<file path="src/aluPkg.sv">
// data word type, ALU opcode numbering and the carry/zero/sign flag bundle

package aluPkg;

	parameter int DATA_BITS = 16;

	typedef logic [DATA_BITS-1:0] wordT;

	// the reserved codes keep their slots so the numbering has gaps
	typedef enum logic [4:0] {
		opMove     = 5'd0,
		opAdd      = 5'd1,
		opAdc      = 5'd2,
		opSub      = 5'd3,
		opSbb      = 5'd4,
		opAnd      = 5'd5,
		opOr       = 5'd6,
		opXor      = 5'd7,
		opMul      = 5'd8,	// reserved
		opMuls     = 5'd9,	// reserved
		opBsr      = 5'd10,	// reserved barrel shift
		opBsl      = 5'd11,	// reserved barrel shift
		opCmp      = 5'd12,
		opTest     = 5'd13,
		opRes14    = 5'd14,
		opRes15    = 5'd15,
		opAsr      = 5'd16,
		opLsr      = 5'd17,
		opLsl      = 5'd18,
		opRolc     = 5'd19,
		opRorc     = 5'd20,
		opRol      = 5'd21,	// reserved plain rotate
		opRor      = 5'd22,	// reserved plain rotate
		opClrCarry = 5'd23,
		opSetCarry = 5'd24,
		opClrZero  = 5'd25,
		opSetZero  = 5'd26,
		opClrSign  = 5'd27,
		opSetSign  = 5'd28
	} aluOpT;

	typedef struct packed {
		logic carry;
		logic zero;
		logic sign;
	} flagsT;

endpackage

</file>
<file path="src/instrPkg.sv">
// instruction format handed over by the host and the register index type

package instrPkg;

	import aluPkg::*;

	parameter int REG_IDX_BITS = 4;

	typedef logic [REG_IDX_BITS-1:0] regIdxT;

	// one instruction as it sits on the req/ack port
	typedef struct packed {
		aluOpT  op;
		regIdxT dst;	// also operand A
		regIdxT src;	// operand B unless useImm is set
		logic   useImm;
		wordT   imm;
	} instrT;

endpackage

</file>
<file path="src/alu.sv">
// registered ALU with carry/zero/sign flag memory
// operands and opcode are captured, result and flags follow one cycle later

`timescale 1ns/1ps

module alu #(
	parameter int BITS = aluPkg::DATA_BITS
) (
	input  logic          CLK,
	input  logic          RSTb,
	input  aluPkg::wordT  aIn,
	input  aluPkg::wordT  bIn,
	input  aluPkg::aluOpT opIn,
	output aluPkg::wordT  aluOut,
	output aluPkg::flagsT flags
);
	import aluPkg::*;

	logic [BITS-1:0] a;
	logic [BITS-1:0] b;
	aluOpT           op;
	logic [BITS-1:0] outReg;
	flagsT           flagReg;

	logic [BITS-1:0] outNext;
	flagsT           flagNext;

	logic            carryIn;
	logic            borrowIn;
	logic [BITS:0]   sum;
	logic [BITS:0]   diff;
	logic [BITS-1:0] andRes;
	logic [BITS-1:0] orRes;
	logic [BITS-1:0] xorRes;
	logic [BITS-1:0] asrRes;
	logic [BITS-1:0] lsrRes;
	logic [BITS-1:0] lslRes;
	logic [BITS-1:0] rolcRes;
	logic [BITS-1:0] rorcRes;

	// all three flags from an arithmetic result with its carry/borrow bit on top
	function automatic flagsT arithFlags(input logic [BITS:0] r);
		flagsT f;
		f.carry = r[BITS];
		f.zero  = ~|r[BITS-1:0];
		f.sign  = r[BITS-1];
		return f;
	endfunction

	// ------------------------------------------------------------
	// operation results
	// ------------------------------------------------------------

	assign carryIn  = (op == opAdc) & flagReg.carry;
	assign borrowIn = (op == opSbb) & flagReg.carry;	// carry doubles as borrow

	assign sum  = {1'b0, a} + {1'b0, b} + {{BITS{1'b0}}, carryIn};
	assign diff = {1'b0, a} - {1'b0, b} - {{BITS{1'b0}}, borrowIn};

	assign andRes = a & b;
	assign orRes  = a | b;
	assign xorRes = a ^ b;

	// single-bit shifts act on operand B
	assign asrRes  = {b[BITS-1], b[BITS-1:1]};
	assign lsrRes  = {1'b0, b[BITS-1:1]};
	assign lslRes  = {b[BITS-2:0], 1'b0};
	assign rolcRes = {b[BITS-2:0], flagReg.carry};
	assign rorcRes = {flagReg.carry, b[BITS-1:1]};

	always_comb begin
		outNext  = '0;	// flag ops and reserved codes give zero
		flagNext = flagReg;	// flags not named by the op keep their value
		case (op)
			opMove: outNext = b;
			opAdd, opAdc: begin
				outNext  = sum[BITS-1:0];
				flagNext = arithFlags(sum);
			end
			opSub, opSbb: begin
				outNext  = diff[BITS-1:0];
				flagNext = arithFlags(diff);
			end
			opAnd: begin
				outNext       = andRes;
				flagNext.zero = ~|andRes;
			end
			opOr: begin
				outNext       = orRes;
				flagNext.zero = ~|orRes;
			end
			opXor: begin
				outNext       = xorRes;
				flagNext.zero = ~|xorRes;
			end
			opCmp: begin
				outNext  = a;	// compare only sets flags
				flagNext = arithFlags(diff);
			end
			opTest: begin
				outNext       = a;
				flagNext.zero = ~|andRes;
			end
			opAsr: begin
				outNext       = asrRes;
				flagNext.zero = ~|asrRes;
			end
			opLsr: begin
				outNext       = lsrRes;
				flagNext.zero = ~|lsrRes;
			end
			opLsl: begin
				outNext       = lslRes;
				flagNext.zero = ~|lslRes;
			end
			opRolc: begin
				outNext        = rolcRes;
				flagNext.carry = b[BITS-1];	// bit rotated out of B
			end
			opRorc: begin
				outNext        = rorcRes;
				flagNext.carry = b[0];
			end
			opClrCarry: flagNext.carry = 1'b0;
			opSetCarry: flagNext.carry = 1'b1;
			opClrZero:  flagNext.zero  = 1'b0;
			opSetZero:  flagNext.zero  = 1'b1;
			opClrSign:  flagNext.sign  = 1'b0;
			opSetSign:  flagNext.sign  = 1'b1;
			default: ;	// multiply, barrel shift, rotate, bit count
		endcase
	end

	// ------------------------------------------------------------
	// registers
	// ------------------------------------------------------------

	always_ff @(posedge CLK) begin
		if (!RSTb) begin
			op      <= opMove;
			flagReg <= '0;
		end else begin
			op      <= opIn;
			flagReg <= flagNext;
		end
	end

	always_ff @(posedge CLK) begin
		a      <= aIn;
		b      <= bIn;
		outReg <= outNext;
	end

	assign aluOut = outReg;
	assign flags  = flagReg;

	// a set/clear op shows up on its flag the cycle after it is registered
	carryOpA: assert property (@(posedge CLK) disable iff (!RSTb)
		op inside {opClrCarry, opSetCarry} |=> flags.carry == $past(op == opSetCarry));
	zeroOpA: assert property (@(posedge CLK) disable iff (!RSTb)
		op inside {opClrZero, opSetZero} |=> flags.zero == $past(op == opSetZero));
	signOpA: assert property (@(posedge CLK) disable iff (!RSTb)
		op inside {opClrSign, opSetSign} |=> flags.sign == $past(op == opSetSign));

endmodule

</file>
<file path="src/regFile.sv">
// register file, two combinational read ports and one clocked write port

`timescale 1ns/1ps

module regFile #(
	parameter int BITS = aluPkg::DATA_BITS,
	parameter int REGS = 16
) (
	input  logic             CLK,
	input  logic             RSTb,
	input  instrPkg::regIdxT rdA,
	input  instrPkg::regIdxT rdB,
	output aluPkg::wordT     rdDataA,
	output aluPkg::wordT     rdDataB,
	input  logic             we,
	input  instrPkg::regIdxT wrIdx,
	input  aluPkg::wordT     wrData
);

	logic [BITS-1:0] mem [REGS];

	// reads are plain lookups, a write shows up here the cycle after it lands
	assign rdDataA = mem[rdA];
	assign rdDataB = mem[rdB];

	always_ff @(posedge CLK) begin
		if (!RSTb) begin
			for (int i = 0; i < REGS; i++) begin
				mem[i] <= '0;	// every register starts at zero
			end
		end else if (we) begin
			mem[wrIdx] <= wrData;
		end
	end

endmodule

</file>
<file path="src/issueCtrl.sv">
// issue controller for the four-phase req/ack handshake
// sequences operand read, ALU strobe, writeback and ack

`timescale 1ns/1ps

module issueCtrl (
	input  logic             CLK,
	input  logic             RSTb,
	input  logic             req,
	output logic             ack,
	input  instrPkg::instrT  instr,
	output instrPkg::regIdxT rdA,
	output instrPkg::regIdxT rdB,
	output aluPkg::aluOpT    opSel,
	output logic             useImm,
	output logic             we,
	output instrPkg::regIdxT wrIdx
);
	import aluPkg::*;
	import instrPkg::*;

	typedef enum logic [2:0] {
		sIdle,
		sOperands,	// register file read, ALU captures operands
		sExecute,	// ALU registers result and flags
		sWriteback,	// register write, ack rises on exit
		sWaitLow	// ack held until req drops
	} stateT;

	stateT state;
	instrT cur;
	logic  accept;
	logic  aluEn;
	logic  writesReg;

	assign accept = (state == sIdle) && req && !ack;

	always_ff @(posedge CLK) begin
		if (!RSTb) begin
			state <= sIdle;
			ack   <= 1'b0;
		end else begin
			case (state)
				sIdle: begin
					ack <= 1'b0;	// one edge after req was seen low
					if (accept) state <= sOperands;
				end
				sOperands: state <= sExecute;
				sExecute:  state <= sWriteback;
				sWriteback: begin
					ack   <= 1'b1;
					state <= sWaitLow;
				end
				sWaitLow: if (!req) state <= sIdle;
				default:  state <= sIdle;
			endcase
		end
	end

	always_ff @(posedge CLK) begin
		if (accept) cur <= instr;
	end

	// ------------------------------------------------------------
	// decode
	// ------------------------------------------------------------

	assign aluEn = (state == sOperands);
	assign opSel = aluEn ? cur.op : opMove;	// move outside the strobe leaves the flags alone

	always_comb begin
		case (cur.op)
			opMove, opAdd, opAdc, opSub, opSbb,
			opAnd, opOr, opXor,
			opAsr, opLsr, opLsl, opRolc, opRorc: writesReg = 1'b1;
			default:                             writesReg = 1'b0;
		endcase
	end

	assign rdA    = cur.dst;
	assign rdB    = cur.src;
	assign useImm = cur.useImm;
	assign wrIdx  = cur.dst;
	assign we     = (state == sWriteback) && writesReg;

	// the edge that raises ack must have seen req high
	ackReqA: assert property (@(posedge CLK) disable iff (!RSTb) $rose(ack) |-> $past(req));
	weOnceA: assert property (@(posedge CLK) disable iff (!RSTb) we |=> !we);

endmodule

</file>
<file path="src/execCore.sv">
// execute core top level, issue controller beside register file and ALU

`timescale 1ns/1ps

module execCore #(
	parameter int BITS = aluPkg::DATA_BITS
) (
	input  logic            CLK,
	input  logic            RSTb,
	input  logic            req,
	output logic            ack,
	input  instrPkg::instrT instr,
	output aluPkg::wordT    result,
	output aluPkg::flagsT   flags
);
	import aluPkg::*;
	import instrPkg::*;

	localparam int REGS = 2 ** $bits(regIdxT);

	regIdxT rdA;
	regIdxT rdB;
	regIdxT wrIdx;
	aluOpT  opSel;
	logic   useImm;
	logic   we;
	wordT   opA;
	wordT   regB;
	wordT   opB;
	wordT   aluOut;

	issueCtrl ctrl_i (
		.CLK(CLK), .RSTb(RSTb),
		.req(req), .ack(ack), .instr(instr),
		.rdA(rdA), .rdB(rdB), .opSel(opSel), .useImm(useImm),
		.we(we), .wrIdx(wrIdx)
	);

	regFile #(.BITS(BITS), .REGS(REGS)) regs_i (
		.CLK(CLK), .RSTb(RSTb),
		.rdA(rdA), .rdB(rdB), .rdDataA(opA), .rdDataB(regB),
		.we(we), .wrIdx(wrIdx), .wrData(aluOut)
	);

	assign opB = useImm ? instr.imm : regB;	// host holds instr until ack

	alu #(.BITS(BITS)) alu_i (
		.CLK(CLK), .RSTb(RSTb),
		.aIn(opA), .bIn(opB), .opIn(opSel),
		.aluOut(aluOut), .flags(flags)
	);

	// the ALU keeps moving operand B through between strobes,
	// so the result is frozen for as long as ack is up
	always_ff @(posedge CLK) begin
		if (!ack) result <= aluOut;
	end

endmodule

</file>
<file path="config.mk">
export PLATFORM = sky130hd
export DESIGN_NAME = execCore
export DESIGN_NICKNAME = d
export VERILOG_FILES = /design/src/aluPkg.sv /design/src/instrPkg.sv /design/src/alu.sv /design/src/regFile.sv /design/src/issueCtrl.sv /design/src/execCore.sv
export SDC_FILE = /design/constraint.sdc
export NUM_CORES = 1
export LEC_CHECK = 0
export BUFFER_PORTS_ARGS = -buffer_cell sky130_fd_sc_hd__buf_2
export CAP_MARGIN = 40
export CORE_MARGIN = 8
export CORE_UTILIZATION = 45
export CTS_CLUSTER_DIAMETER = 80
export DETAILED_ROUTE_END_ITERATION = 10
export PLACE_DENSITY = 0.72
export SLEW_MARGIN = 5
export SYNTH_ARGS = -nofsm -noshare
export SYNTH_HDL_FRONTEND = slang
export SYNTH_HIERARCHICAL = 1
export SYNTH_SLANG_ARGS = --single-unit
</file>
<file path="constraint.sdc">
create_clock -name CLK -period 4.1 [get_ports CLK]
set_input_delay 0.41 -clock CLK [delete_from_list [all_inputs] [get_ports CLK]]
set_output_delay 0.41 -clock CLK [all_outputs]
set_load 0.03 [all_outputs]
</file>
==> results.yml <==
run_status:
  status: "finished clean"
setup_path:
  arrival_ns: 4.18
  r2r_end: "alu_i/flags[1]$_SDFFE_PN0P_"
  crit_fanout: 5
  reg2regPathDepth: 13
  r2r_slack_ns: 0.41
  critPathKind: "reg2reg"
  rr_startpoint: "alu_i/op[1]$_SDFF_PN0_"
  crit_path_end_kind: "register"
  crit_required_ns: 4.59
  startpoint_type: "register"
route:
  drcViolationCount: 0
  drt_wl_total_um: 57400
  ant_nets: 0
  via_per_inst: 6.15
  wl_per_cell_um: 26.3
  via_count: 13430
  drt_first_pass_iters: 6
  drt_iter0_drc: 1662
global_routing:
  grt_usage_pct: 22.5
  grt_busiest_layer: "met2"
  first_global_vias: 13538
  use_met1_pct: 28.8
  grt_pass1_wl_um: 86400
  grtUsageMet3_pct: 2.87
  use_met2_pct: 38.9
  antenna_found_initial: 1
  grt_max_degree: 65
  grt.overflow.total: 0
floorplanning:
  start_util_pct: 45.2
  coreArea_um2: 43800
  rows: 77
  die_y_um: 226
  die_area_um2: 51000
  ios: 53
  die_x_um: 226
place:
  place_congestion: 0.970
  hpwl_um: 40700
  place_inst: 2115
  io_buffers: 52
  place_ws_ns: 0.455
timing:
  period_share_pct: 90.1
  drv_slew: 0
  setup_viol: 0
  max_freq_mhz: 271
  finalWorstSetupSlack_ns: 0.408
  slew_headroom_pct: 38.4
  rsz0062_at_grt: "no"
  fin_tns_setup_ns: 0
  period_minus_slack_ns: 3.69
  hold_viol_final: 0
  fin_skew_ns: 0.0204
  worst_slew_pin_slew_ns: 0.920
yosys:
  yosysTopAreaCell: "edfxtp_1"
  syn_area_um2: 19800
  synth_top_area_share_pct: 43.3
  yosysSeqAreaShare_pct: 49.5
  ys_top_cells_by_count: "edfxtp_1 (286), and2_1 (275), mux4_2 (128), a22oi_1 (81), nand2_1 (67)"
  yosysMostFrequentCell: "edfxtp_1"
  synth_enable_flop_cells: 286
  syn-num-nets: 1636
  ys.warnings.count: 6
  synth-seq-cells: 347
  yosys-top-cells-area: "edfxtp_1 (43%), mux4_2 (15%), and2_1 (8.7%), dfxtp_1 (6.2%), ha_1 (3.9%)"
  synthArstFlopShare_pct: 0
  avgSynthCellArea_um2: 12.9
  synth_cells: 1537
  yosys.cell_types.count: 88
  synth_top_flop_cell: "edfxtp_1"
cells_and_area:
  final_cells: 2183
  n_antenna_cell: 0
  nets: 1663
  final.fill_count: 3722
  area_delta_synth_final_pct: 10.6
  layout-drive-gt1-share_pct: 21.1
job:
  drv_cap: 0
pwr:
  power.density_nw_per_um2: 478
  total_leakage_power_nw: 8.21
  ir_worst_vdd_v: 0.000266
clock_tree:
  hold_buffers: 0
  numCtsBuffers: 39
  cts_resized: 0
  postCtsSetupBuffers: 0
  cts_tree: "done"
  cts_sinks: 347
  h-tree-depth: 2
  cts_root_buffer: "clkbuf_16"
  cts.path.max_buffers: 3
  clock_latency_ns: 0.55
  cts.clk_slew.worst_paths_ns: 0.06
min_path:
  worstHoldStart: "instr[16]"
  whs_path_depth: 1
  hold-path-endpoint: "ctrl_i/useImm$_DFFE_PN_"
  hold_class: "in2reg"
==> where the power goes <==
part | total, W | internal, W | switching (W)
Sequential | 0.00453 | 0.00409 | 0.000442
Clock | 0.00332 | 0.00189 | 0.00143
Combinational | 0.00262 | 0.00103 | 0.00160
==> worst max-delay path by stage <==
stage,startpoint,to,slack (ns),cells after the start
after floorplan,alu_i/op[2]$_SDFF_PN0_,alu_i/flags[1]$_SDFFE_PN0P_,0.35,14
after detailed placement,alu_i/op[4]$_SDFF_PN0_,alu_i/flags[1]$_SDFFE_PN0P_,0.45,15
after CTS,alu_i/op[4]$_SDFF_PN0_,alu_i/flags[1]$_SDFFE_PN0P_,0.42,15
after global placement,alu_i/op[1]$_SDFF_PN0_,alu_i/flags[1]$_SDFFE_PN0P_,0.53,13
final,alu_i/op[1]$_SDFF_PN0_,alu_i/flags[1]$_SDFFE_PN0P_,0.41,13
after global routing,alu_i/op[4]$_SDFF_PN0_,alu_i/flags[1]$_SDFFE_PN0P_,0.12,15
==> cells by family after synthesis <==
| family | Yosys count | synth area share [%] |
|---|---|---|
| flops | 347 | 49.5 |
| mux | 146 | 15.7 |
| simple gates | 512 | 15.8 |
| fa+ha+maj | 66 | 4.32 |
| buf+inv | 178 | 4.13 |
| xor+xnor | 26 | 1.15 |
| compound gates | 262 | 9.38 |
==> worst max-delay path: stages, from the launching register on <==
cell	delay [ns]
dfxtp_1	0.31
nor2_1	0.14
and2_1	0.17
nand3_1	0.10
fa_1	0.43
fa_1	0.47
o21ai_0	0.28
a211oi_1	0.17
xor2_1	0.19
or4b_1	0.57
a2111oi_2	0.20
nor4b_2	0.28
a41o_1	0.22
a31o_1	0.10
==> per-stage QoR <==
stage | instance area [um2] | power, W | hold WS (ns) | utilization, %
final | 21900 | 0.0105 | 0.0455 | 50.0
after global routing | 21900 | 0.0109 | 0.0297 | 50.0
after CTS | 21900 | 0.0105 | 0.0261 | 50.0
after detailed placement | 20700 | 0.00718 | 0.550 | 47.3
after global placement | 20600 | 0.00715 | 0.532 | 47.0
after floorplan | 19800 | 0.00625 | 0.488 | -
==> placed cells by master, fill, tap and decap left out, drive strengths merged, types with 6 or more instances in the layout <==
cell type  count
a21o          10
a21oi         36
a222oi        12
a22oi         81
and2         275
and3           6
buf          102
clkbuf        53
clkinv         8
dfxtp         61
edfxtp       286
ha            62
inv           66
mux2          17
mux4         128
nand2         68
nand2b        11
nand3         17
nand4         10
nor2          53
nor2b          7
nor3          20
nor3b          6
nor4          14
o2111ai       10
o21a           6
o21ai         48
xnor2         16
xor2          10
==> final cells by class <==
class / instances / area, um2 / area share (%)
clock buffers: 53 / 1060 / 4.83
inverters: 62 / 233 / 1.06
multi-input cells: 1012 / 9210 / 42.0
flip-flops and latches: 347 / 9810 / 44.7
clock inverters: 15 / 128 / 0.582
well taps: 592 / 741 / 3.38
repair buffers: 102 / 747 / 3.41
==> layer usage <==
| metal | routed length [um] | part of all wire [%] | vias to the layer above |
|---|---|---|---|
| met1 | 22400 | 39 | 6790 |
| met4 | 1990 | 3.5 | 0 |
| met5 | 0 | 0 | - |
| met3 | 4020 | 7.0 | 128 |
| met2 | 28900 | 50 | 614 |
| li1 | - | - | 5898 |
==> registers in the layout, indices dropped and copies added (netlist names) <==
name	cells
alu_i/a	16
alu_i/aluOut	16
alu_i/b	16
alu_i/flags	3
alu_i/op	5
ctrl_i/ack	1
ctrl_i/cur	5
ctrl_i/rdA	4
ctrl_i/rdB	4
ctrl_i/state	3
ctrl_i/useImm	1
ctrl_i/writesReg	1
regs_i/mem	256
result	16
Power figures use the tool's default switching activity.
